## src/design/udp_pkg.sv

```systemverilog
package udp_pkg;

    // ******************************************************************
    // widths with a meaning
    // ******************************************************************
    typedef logic [47:0] mac_addr_t;
    typedef logic [31:0] ip_addr_t;
    typedef logic [31:0] word_t;      // payload word or register data
    typedef logic [15:0] byte_cnt_t;
    typedef logic [5:0]  buf_addr_t;  // word index into the packet buffer
    typedef logic [8:0]  axil_addr_t;

    localparam int BUF_WORDS = 64;    // 256 payload bytes

    localparam logic [15:0] ETH_TYPE_IPV4 = 16'h0800;

    // identity after reset, host may change it
    localparam mac_addr_t DEFAULT_BOARD_MAC = 48'h02_00_5e_10_00_01;
    localparam ip_addr_t  DEFAULT_BOARD_IP  = 32'hc0a8_010a;  // 192.168.1.10

    // ******************************************************************
    // register map
    // ******************************************************************
    localparam axil_addr_t REG_STATUS     = 9'h000;  // bit 0 ready
    localparam axil_addr_t REG_RX_BYTES   = 9'h004;
    localparam axil_addr_t REG_PKT_COUNT  = 9'h008;
    localparam axil_addr_t REG_DROP_COUNT = 9'h00c;
    localparam axil_addr_t REG_BOARD_IP   = 9'h010;
    localparam axil_addr_t REG_MAC_LO     = 9'h014;
    localparam axil_addr_t REG_MAC_HI     = 9'h018;  // upper 16 bits of mac
    localparam axil_addr_t REG_CTRL       = 9'h01c;  // bit 0 clears ready
    localparam axil_addr_t BUF_BASE       = 9'h100;  // word n at BUF_BASE + 4n

endpackage

```

## src/design/rx_buf_arbiter.sv

```systemverilog
module rx_buf_arbiter import udp_pkg::*; (
    input  logic      clk,
    input  logic      rst_n,
    input  logic      wr_en,
    input  buf_addr_t wr_addr,
    input  word_t     wr_data,
    input  logic      rd_req,
    input  buf_addr_t rd_addr,
    output logic      rd_ack,
    output word_t     rd_data
);

    word_t     mem [BUF_WORDS];
    logic      rd_grant;
    buf_addr_t port_addr;

    // ******************************************************************
    // one port, writer first
    // ******************************************************************

    // rd_req is still high in the ack cycle, so no second grant there
    assign rd_grant  = rd_req && !wr_en && !rd_ack;
    assign port_addr = wr_en ? wr_addr : rd_addr;

    always_ff @(posedge clk) begin
        if (wr_en) begin
            mem[port_addr] <= wr_data;
        end else if (rd_grant) begin
            rd_data <= mem[port_addr];
        end
    end

    always_ff @(posedge clk or negedge rst_n) begin
        if (!rst_n) begin
            rd_ack <= 1'b0;
        end else begin
            rd_ack <= rd_grant;  // data valid alongside ack
        end
    end

endmodule

```

## src/design/udp_axil_regs.sv

```systemverilog
module udp_axil_regs import udp_pkg::*; (
    input  logic       clk,
    input  logic       rst_n,
    input  axil_addr_t s_awaddr,
    input  logic       s_awvalid,
    output logic       s_awready,
    input  word_t      s_wdata,
    input  logic [3:0] s_wstrb,
    input  logic       s_wvalid,
    output logic       s_wready,
    output logic [1:0] s_bresp,
    output logic       s_bvalid,
    input  logic       s_bready,
    input  axil_addr_t s_araddr,
    input  logic       s_arvalid,
    output logic       s_arready,
    output word_t      s_rdata,
    output logic [1:0] s_rresp,
    output logic       s_rvalid,
    input  logic       s_rready,
    input  logic       pkt_done,
    input  byte_cnt_t  pkt_bytes,
    input  logic       pkt_drop,
    output mac_addr_t  board_mac,
    output ip_addr_t   board_ip,
    output logic       rd_req,
    output buf_addr_t  rd_addr,
    input  logic       rd_ack,
    input  word_t      rd_data
);

    logic      ready;
    byte_cnt_t rx_bytes;
    word_t     pkt_count;
    word_t     drop_count;
    logic      wr_fire;
    logic      rd_fire;
    word_t     wr_mask;    // byte lanes from wstrb
    word_t     reg_rdata;

    assign wr_fire   = s_awvalid && s_wvalid && !s_bvalid;
    assign s_awready = wr_fire;
    assign s_wready  = wr_fire;
    assign s_bresp   = 2'b00;  // always OKAY
    assign s_rresp   = 2'b00;
    assign s_arready = s_arvalid && !rd_req && !s_rvalid;  // one read at a time
    assign rd_fire   = s_arready;
    assign wr_mask   = {{8{s_wstrb[3]}}, {8{s_wstrb[2]}}, {8{s_wstrb[1]}}, {8{s_wstrb[0]}}};

    // ******************************************************************
    // configuration, status and counters
    // ******************************************************************
    always_ff @(posedge clk or negedge rst_n) begin
        if (!rst_n) begin
            board_mac  <= DEFAULT_BOARD_MAC;
            board_ip   <= DEFAULT_BOARD_IP;
            ready      <= 1'b0;
            rx_bytes   <= '0;
            pkt_count  <= '0;
            drop_count <= '0;
        end else begin
            if (wr_fire) begin
                case (s_awaddr)
                    REG_BOARD_IP: board_ip <= (board_ip & ~wr_mask) | (s_wdata & wr_mask);
                    REG_MAC_LO: board_mac[31:0] <= (board_mac[31:0] & ~wr_mask)
                                                   | (s_wdata & wr_mask);
                    REG_MAC_HI: board_mac[47:32] <= (board_mac[47:32] & ~wr_mask[15:0])
                                                    | (s_wdata[15:0] & wr_mask[15:0]);
                    REG_CTRL: if (s_wstrb[0] && s_wdata[0]) ready <= 1'b0;
                    default: ;
                endcase
            end
            if (pkt_done) begin  // a new packet wins over a clear
                ready     <= 1'b1;
                rx_bytes  <= pkt_bytes;
                pkt_count <= pkt_count + 32'd1;
            end
            if (pkt_drop) drop_count <= drop_count + 32'd1;
        end
    end

    always_ff @(posedge clk or negedge rst_n) begin
        if (!rst_n) s_bvalid <= 1'b0;
        else if (wr_fire) s_bvalid <= 1'b1;
        else if (s_bready) s_bvalid <= 1'b0;
    end

    // register read mux, unmapped reads zero
    always_comb begin
        case (s_araddr)
            REG_STATUS:     reg_rdata = {31'd0, ready};
            REG_RX_BYTES:   reg_rdata = {16'd0, rx_bytes};
            REG_PKT_COUNT:  reg_rdata = pkt_count;
            REG_DROP_COUNT: reg_rdata = drop_count;
            REG_BOARD_IP:   reg_rdata = board_ip;
            REG_MAC_LO:     reg_rdata = board_mac[31:0];
            REG_MAC_HI:     reg_rdata = {16'd0, board_mac[47:32]};
            default:        reg_rdata = '0;
        endcase
    end

    // ******************************************************************
    // read channel, buffer window goes through the arbiter
    // ******************************************************************
    always_ff @(posedge clk or negedge rst_n) begin
        if (!rst_n) begin
            s_rvalid <= 1'b0;
            rd_req   <= 1'b0;
        end else if (rd_fire && s_araddr >= BUF_BASE) begin
            rd_req <= 1'b1;  // held until ack
        end else if (rd_fire) begin
            s_rvalid <= 1'b1;
        end else if (rd_ack) begin
            rd_req   <= 1'b0;
            s_rvalid <= 1'b1;
        end else if (s_rready) begin
            s_rvalid <= 1'b0;
        end
    end

    always_ff @(posedge clk) begin
        if (rd_fire) begin
            s_rdata <= reg_rdata;
            rd_addr <= s_araddr[7:2];
        end else if (rd_ack) begin
            s_rdata <= rd_data;
        end
    end

endmodule

```

## src/design/udp_rx.sv

```systemverilog
module udp_rx import udp_pkg::*; (
    input  logic       clk,
    input  logic       rst_n,
    input  mac_addr_t  board_mac,
    input  ip_addr_t   board_ip,
    input  logic       gmii_rx_dv,
    input  logic [7:0] gmii_rxd,
    output logic       buf_wr_en,
    output buf_addr_t  buf_wr_addr,
    output word_t      buf_wr_data,
    output logic       pkt_done,
    output byte_cnt_t  pkt_bytes,
    output logic       pkt_drop
);

    typedef enum logic [2:0] {
        st_idle,
        st_preamble,
        st_eth_head,
        st_ip_head,
        st_udp_head,
        st_rx_data,
        st_rx_end
    } rx_state_t;

    rx_state_t   state;
    logic [5:0]  cnt;        // byte index inside current header
    byte_cnt_t   data_cnt;   // payload bytes taken so far
    mac_addr_t   dst_mac;
    logic [7:0]  type_hi;
    logic [23:0] ip_head3;   // first three bytes of destination ip
    logic [3:0]  ihl;
    byte_cnt_t   udp_len;
    logic [23:0] word_sr;    // payload bytes of the word in progress

    logic        mac_ok;
    logic        type_ok;
    logic        ip_ok;
    logic [5:0]  ip_last;    // index of the final ip header byte
    logic        last_byte;
    logic        word_end;
    word_t       pack_word;

    assign mac_ok    = (dst_mac == board_mac) || (dst_mac == '1);  // board or broadcast
    assign type_ok   = {type_hi, gmii_rxd} == ETH_TYPE_IPV4;
    assign ip_ok     = {ip_head3, gmii_rxd} == board_ip;
    assign ip_last   = {ihl, 2'b00} - 6'd1;
    assign last_byte = data_cnt == pkt_bytes - 16'd1;
    assign word_end  = (data_cnt[1:0] == 2'd3) || last_byte;
    assign pack_word = {word_sr, gmii_rxd};

    // ******************************************************************
    // frame walk, one byte per clk
    // ******************************************************************
    always_ff @(posedge clk or negedge rst_n) begin
        if (!rst_n) begin
            state     <= st_idle;
            cnt       <= '0;
            data_cnt  <= '0;
            buf_wr_en <= 1'b0;
            pkt_done  <= 1'b0;
            pkt_drop  <= 1'b0;
        end else begin
            buf_wr_en <= 1'b0;
            pkt_done  <= 1'b0;
            pkt_drop  <= 1'b0;
            if (!gmii_rx_dv) begin
                state <= st_idle;  // end of frame or truncated frame
                cnt   <= '0;
            end else begin
                cnt <= cnt + 6'd1;
                case (state)
                    st_idle: begin
                        if (gmii_rxd == 8'h55) begin
                            state <= st_preamble;
                        end else begin
                            pkt_drop <= 1'b1;
                            state    <= st_rx_end;
                        end
                    end
                    st_preamble: begin
                        if (cnt == 6'd7) begin  // sfd slot
                            cnt <= '0;
                            if (gmii_rxd == 8'hd5) begin
                                state <= st_eth_head;
                            end else begin
                                pkt_drop <= 1'b1;
                                state    <= st_rx_end;
                            end
                        end else if (gmii_rxd != 8'h55) begin
                            pkt_drop <= 1'b1;
                            state    <= st_rx_end;
                        end
                    end
                    st_eth_head: begin
                        if (cnt == 6'd13) begin
                            cnt <= '0;
                            if (mac_ok && type_ok) begin
                                state <= st_ip_head;
                            end else begin
                                pkt_drop <= 1'b1;
                                state    <= st_rx_end;
                            end
                        end
                    end
                    st_ip_head: begin
                        if (cnt == 6'd19 && !ip_ok) begin
                            pkt_drop <= 1'b1;
                            state    <= st_rx_end;
                        end else if (cnt >= 6'd19 && cnt >= ip_last) begin
                            cnt   <= '0;  // options skipped
                            state <= st_udp_head;
                        end
                    end
                    st_udp_head: begin
                        if (cnt == 6'd7) begin
                            cnt      <= '0;
                            data_cnt <= '0;
                            if (udp_len <= 16'd8) begin
                                pkt_done <= 1'b1;  // empty payload
                                state    <= st_rx_end;
                            end else begin
                                state <= st_rx_data;
                            end
                        end
                    end
                    st_rx_data: begin
                        data_cnt <= data_cnt + 16'd1;
                        if (word_end) begin
                            // words past the buffer are counted, not stored
                            buf_wr_en <= data_cnt < byte_cnt_t'(BUF_WORDS * 4);
                        end
                        if (last_byte) begin
                            pkt_done <= 1'b1;
                            state    <= st_rx_end;
                        end
                    end
                    default: ;  // st_rx_end, wait for dv to fall
                endcase
            end
        end
    end

    // header fields and payload packing
    always_ff @(posedge clk) begin
        if (gmii_rx_dv) begin
            case (state)
                st_eth_head: begin
                    if (cnt < 6'd6) dst_mac <= {dst_mac[39:0], gmii_rxd};
                    if (cnt == 6'd12) type_hi <= gmii_rxd;
                end
                st_ip_head: begin
                    if (cnt == 6'd0) ihl <= gmii_rxd[3:0];
                    if (cnt >= 6'd16 && cnt <= 6'd18) ip_head3 <= {ip_head3[15:0], gmii_rxd};
                end
                st_udp_head: begin
                    if (cnt == 6'd4) udp_len[15:8] <= gmii_rxd;
                    if (cnt == 6'd5) udp_len[7:0] <= gmii_rxd;
                    if (cnt == 6'd7) pkt_bytes <= (udp_len > 16'd8) ? udp_len - 16'd8 : '0;
                end
                st_rx_data: begin
                    word_sr <= pack_word[23:0];
                    if (word_end) begin
                        buf_wr_addr <= data_cnt[7:2];
                        buf_wr_data <= pack_word << {~data_cnt[1:0], 3'b000};  // zero pad
                    end
                end
                default: ;
            endcase
        end
    end

endmodule

```

## src/design/udp_rx_top.sv

```systemverilog
module udp_rx_top import udp_pkg::*; (
    input  logic       clk,
    input  logic       rst_n,
    input  logic       gmii_rx_dv,
    input  logic [7:0] gmii_rxd,
    input  axil_addr_t s_awaddr,
    input  logic       s_awvalid,
    output logic       s_awready,
    input  word_t      s_wdata,
    input  logic [3:0] s_wstrb,
    input  logic       s_wvalid,
    output logic       s_wready,
    output logic [1:0] s_bresp,
    output logic       s_bvalid,
    input  logic       s_bready,
    input  axil_addr_t s_araddr,
    input  logic       s_arvalid,
    output logic       s_arready,
    output word_t      s_rdata,
    output logic [1:0] s_rresp,
    output logic       s_rvalid,
    input  logic       s_rready
);

    mac_addr_t board_mac;
    ip_addr_t  board_ip;
    logic      buf_wr_en;
    buf_addr_t buf_wr_addr;
    word_t     buf_wr_data;
    logic      pkt_done;
    byte_cnt_t pkt_bytes;
    logic      pkt_drop;
    logic      rd_req;
    buf_addr_t rd_addr;
    logic      rd_ack;
    word_t     rd_data;

    // receiver writes, host reads, arbiter in between
    udp_rx rx0 (
        .clk(clk), .rst_n(rst_n), .board_mac(board_mac), .board_ip(board_ip),
        .gmii_rx_dv(gmii_rx_dv), .gmii_rxd(gmii_rxd), .buf_wr_en(buf_wr_en),
        .buf_wr_addr(buf_wr_addr), .buf_wr_data(buf_wr_data), .pkt_done(pkt_done),
        .pkt_bytes(pkt_bytes), .pkt_drop(pkt_drop)
    );

    rx_buf_arbiter arb0 (
        .clk(clk), .rst_n(rst_n), .wr_en(buf_wr_en), .wr_addr(buf_wr_addr),
        .wr_data(buf_wr_data), .rd_req(rd_req), .rd_addr(rd_addr),
        .rd_ack(rd_ack), .rd_data(rd_data)
    );

    udp_axil_regs regs0 (
        .clk(clk), .rst_n(rst_n),
        .s_awaddr(s_awaddr), .s_awvalid(s_awvalid), .s_awready(s_awready),
        .s_wdata(s_wdata), .s_wstrb(s_wstrb), .s_wvalid(s_wvalid), .s_wready(s_wready),
        .s_bresp(s_bresp), .s_bvalid(s_bvalid), .s_bready(s_bready),
        .s_araddr(s_araddr), .s_arvalid(s_arvalid), .s_arready(s_arready),
        .s_rdata(s_rdata), .s_rresp(s_rresp), .s_rvalid(s_rvalid), .s_rready(s_rready),
        .pkt_done(pkt_done), .pkt_bytes(pkt_bytes), .pkt_drop(pkt_drop),
        .board_mac(board_mac), .board_ip(board_ip),
        .rd_req(rd_req), .rd_addr(rd_addr), .rd_ack(rd_ack), .rd_data(rd_data)
    );

endmodule

```

## config.mk

```make
export PLATFORM = sky130hd
export DESIGN_NAME = udp_rx_top
export DESIGN_NICKNAME = d
export VERILOG_FILES = /design/src/design/udp_pkg.sv /design/src/design/rx_buf_arbiter.sv /design/src/design/udp_axil_regs.sv /design/src/design/udp_rx.sv /design/src/design/udp_rx_top.sv
export SDC_FILE = /design/constraint.sdc
export NUM_CORES = 2
export LEC_CHECK = 0
export BUFFER_PORTS_ARGS = -buffer_cell sky130_fd_sc_hd__buf_2
export CAP_MARGIN = 40
export CELL_PAD_IN_SITES_DETAIL_PLACEMENT = 1
export CELL_PAD_IN_SITES_GLOBAL_PLACEMENT = 2
export CORE_MARGIN = 3
export CORE_UTILIZATION = 48
export DETAILED_ROUTE_END_ITERATION = 10
export PLACE_DENSITY = 0.79
export SLEW_MARGIN = 40
export SYNTH_ARGS = -nofsm -noshare
export SYNTH_HDL_FRONTEND = slang
export SYNTH_SLANG_ARGS = --single-unit
```

## constraint.sdc

```tcl
create_clock -name clk -period 12.4 [get_ports clk]
set_input_delay 0.62 -clock clk [delete_from_list [all_inputs] [get_ports clk]]
set_output_delay 0.62 -clock clk [all_outputs]
set_load 0.05 [all_outputs]
```

==> reports/qor.yml <==
status:
  outcome: "finished clean"
power:
  switching_share_pct: 26.7
  comb_power_share_pct: 12.1
  power.internal_mw: 14.4
  cellLeakagePower_nw: 34.8
  total_power_mw: 19.7
  power_frac_seq_pct: 48.6
  peakVddDrop_mv: 0.136
  power.switching_mw: 5.26
  clockPowerShare_pct: 39.3
  p_per_area_nw_per_um2: 182
layout:
  finalInstanceArea_um2: 108000
  syn2layout_area_growth_pct: 14.9
  fill_cells: 17300
  multi_input_area_um2: 19500
  final_common_cell: "edfxtp_1"
  layout_common_cells: "edfxtp_1, a22oi_1, clkbuf_16, nand2_1, dfrtp_1"
  drive_gt1_share_pct: 15.8
  utilization_pct: 55.8
  stdcell_count: 8600
  seqCellArea_um2: 73800
  fin_nets: 5886
min_path:
  min_path_cells: 2
  hp-class: "in2reg"
drt:
  drc: 0
  wl_per_cell_um: 37.9
  wl_um: 326000
  drt_iter0_markers: 9561
  via_count: 58400
  drtAntennaViolNets: 0
  via_per_inst: 6.80
  drt_pass1_iterations: 9
global_routing:
  grtUsageTotal_pct: 32.2
  grt_pass1_wl_um: 456000
  grt.overflow.total: 0
  grt_pass1_vias: 58500
  grt_start_max_net_pins: 96
  antenna_found_initial: 22
yosys:
  yosys.cell_types.count: 84
  synth-seq-area-share_pct: 78.5
  netlist_area_um2: 94000
  async_reset_ff_share_pct: 7.75
  synth-edff-count: 2296
  ys.flop_type: "edfxtp_1"
  ys_warn_count: 0
  ys_ff_latch: 2489
  avgSynthCellArea_um2: 17.1
  syn_inst: 5488
clocking:
  htree_levels: 5
  cts_root_buf: "clkbuf_16"
  cts_buffers: 274
  cts.path.max_buffers: 4
  clk_latency_ns: 0.94
  cts_tree: "done"
  clock-sinks: 2489
  post_cts_resized: 0
  clk_pin_slew_worst_paths_ns: 0.06
timing:
  hold_ws_ns: 0.0541
  setup_tns_ns: 0
  fin_skew_ns: 0.0607
  slew_headroom_pct: 38.0
  worst_slew_pin_slew_ns: 0.924
  finalCritPeriodShare_pct: 46.1
  rsz0062_at_grt: "false"
  final.min_clock_period_ns: 5.72
  slew_viol_final: 0
  finalHoldViolCount: 0
  fmax_mhz: 175
  setup_violations: 0
  fin_ws_ns: 6.68
placed_design:
  port_buffers: 106
  post_dp_cell_area_um2: 99300
  dp.cells: 8101
  hpwl_um: 192000
  pre_cts_ws_ns: 6.79
  place_congestion: 0.910
critical_path:
  worstPathCellList: "buf_4 -> mux2i_4 -> buf_4 -> buf_4 -> a21oi_4 -> buf_4 -> buf_12 -> buf_12 -> a22oi_1 -> nand2_1 -> o21ai_1 -> nand4_1 -> or3_1"
  arrival_ns: 6.37
  path_delay_family: "buffers and inverters"
  crit_cells: 13
  worstSetupPathType: "reg2reg"
  crit_fanout: 88
  end_kind: "register"
  cp.required_ns: 13.05
  ff2ff_path_depth: 13
  critPathSlowestCell: "o21ai_1"
  cp.buffers_inverters: 6
  crit_top_cell: "buf_4"
  worstSetupStartpointType: "register"
  slowest_delay_ns: 0.66
die:
  rows: 161
  io_pins: 111
  dieArea_um2: 201000
  initial_core_util_pct: 48.5
  core-area_um2: 194000
  die_height_um: 448
  die_w_um: 448
job:
  drv_cap: 0
-- layout make-up --
type / count / share of cell area [%]
flip-flops and latches: 2489 / 68.3
multi-input cells: 2655 / 18.1
clock buffers: 341 / 6.68
well taps: 2608 / 3.02
repair buffers: 359 / 2.87
clock inverters: 112 / 0.906
inverters: 23 / 0.0799
diodes: 13 / 0.0301
-- power groups by stage --
| stage | sequential (mW) | clock (mW) | combinational, mW |
|---|---|---|---|
| finish | 9.56 | 7.72 | 2.38 |
| detailed placement | 9.72 | 0 | 2.30 |
| global route | 9.56 | 8.10 | 2.47 |
| CTS | 9.55 | 7.77 | 2.33 |
| floorplan | 9.78 | 0 | 1.09 |
| global placement | 9.72 | 0 | 2.24 |
-- sequential cells by signal, summed over array words and instances, names as in the netlist, 8 cells and up, named ones only --
signal            flops
rx0.data_cnt         16
arb0.mem           2048
rx0.pkt_bytes        16
rx0.dst_mac          48
regs0.pkt_count      32
regs0.s_rdata        32
rx0.type_hi           8
rx0.word_sr          24
regs0.drop_count     32
rx0.udp_len          16
arb0.rd_data         32
rx0.buf_wr_data      32
rx0.ip_head3         24
regs0.rx_bytes       16
-- metal layers --
layer	part of all wire, %	vias up	wire length, um	track usage (%)
met2	46	4107	149000	49.5
met4	5.9	6	19400	16.3
met5	0.0095	-	31	0
met1	37	30400	121000	43.3
met3	11	797	37400	7.53
li1	-	23200	-	-
-- timing repair --
| action | CTS | global route |
|---|---|---|
| endpoints found under the hold margin | 107 | 0 |
| buffers inserted | 0 | 0 |
| hold buffers | 30 | 0 |
-- synth_stat cells, types with 21 or more instances --
cell,number,area (um2)
a21oi_1,70,350
a221oi_1,166,1450
a222oi_1,42,420
a22o_1,73,639
a22oi_1,773,5800
a31oi_1,80,500
a41oi_1,47,412
and3_1,27,169
buf_1,54,203
buf_2,121,606
buf_4,21,158
clkbuf_1,127,477
dfrtp_1,177,4430
edfxtp_1,2296,68900
inv_1,23,86.3
mux2_2,109,1230
mux2i_1,52,521
nand2_1,281,1050
nand3_1,41,205
nand4_1,98,613
nor2_1,170,638
nor2b_1,23,144
nor3_1,36,180
nor4_1,35,219
o21ai_0,123,616
o22ai_1,30,188
xnor2_1,147,1290
xor2_1,36,315
-- kinds of logic after synthesis --
| logic type | share of synthesized area, % |
|---|---|
| muxes | 1.89 |
| and+or+nand+nor | 4.10 |
| buffers and inverters | 1.64 |
| xor gates and xnor gates | 1.71 |
| AOI/OAI and AO/OA | 12.0 |
| other | 0.00399 |
| adders and majority gates | 0.186 |
| DFF | 78.5 |
-- final timing paths --
| check | endpoint | start | slack [ns] |
|---|---|---|---|
| max in group asynchronous | rx0.data_cnt[0] | rst_n | 10.95 |
| min in group asynchronous | regs0.pkt_count[29] | rst_n | 0.31 |
| min reg2reg | rx0.word_sr[16] | rx0.word_sr[8] | 0.45 |
| min | register | s_wdata[6] | 0.05 |
| max | arb0.rd_data[6] | rx0.buf_wr_en | 6.68 |
| max reg2reg | arb0.rd_data[6] | rx0.buf_wr_en | 6.68 |
Power figures use the tool's default switching activity.
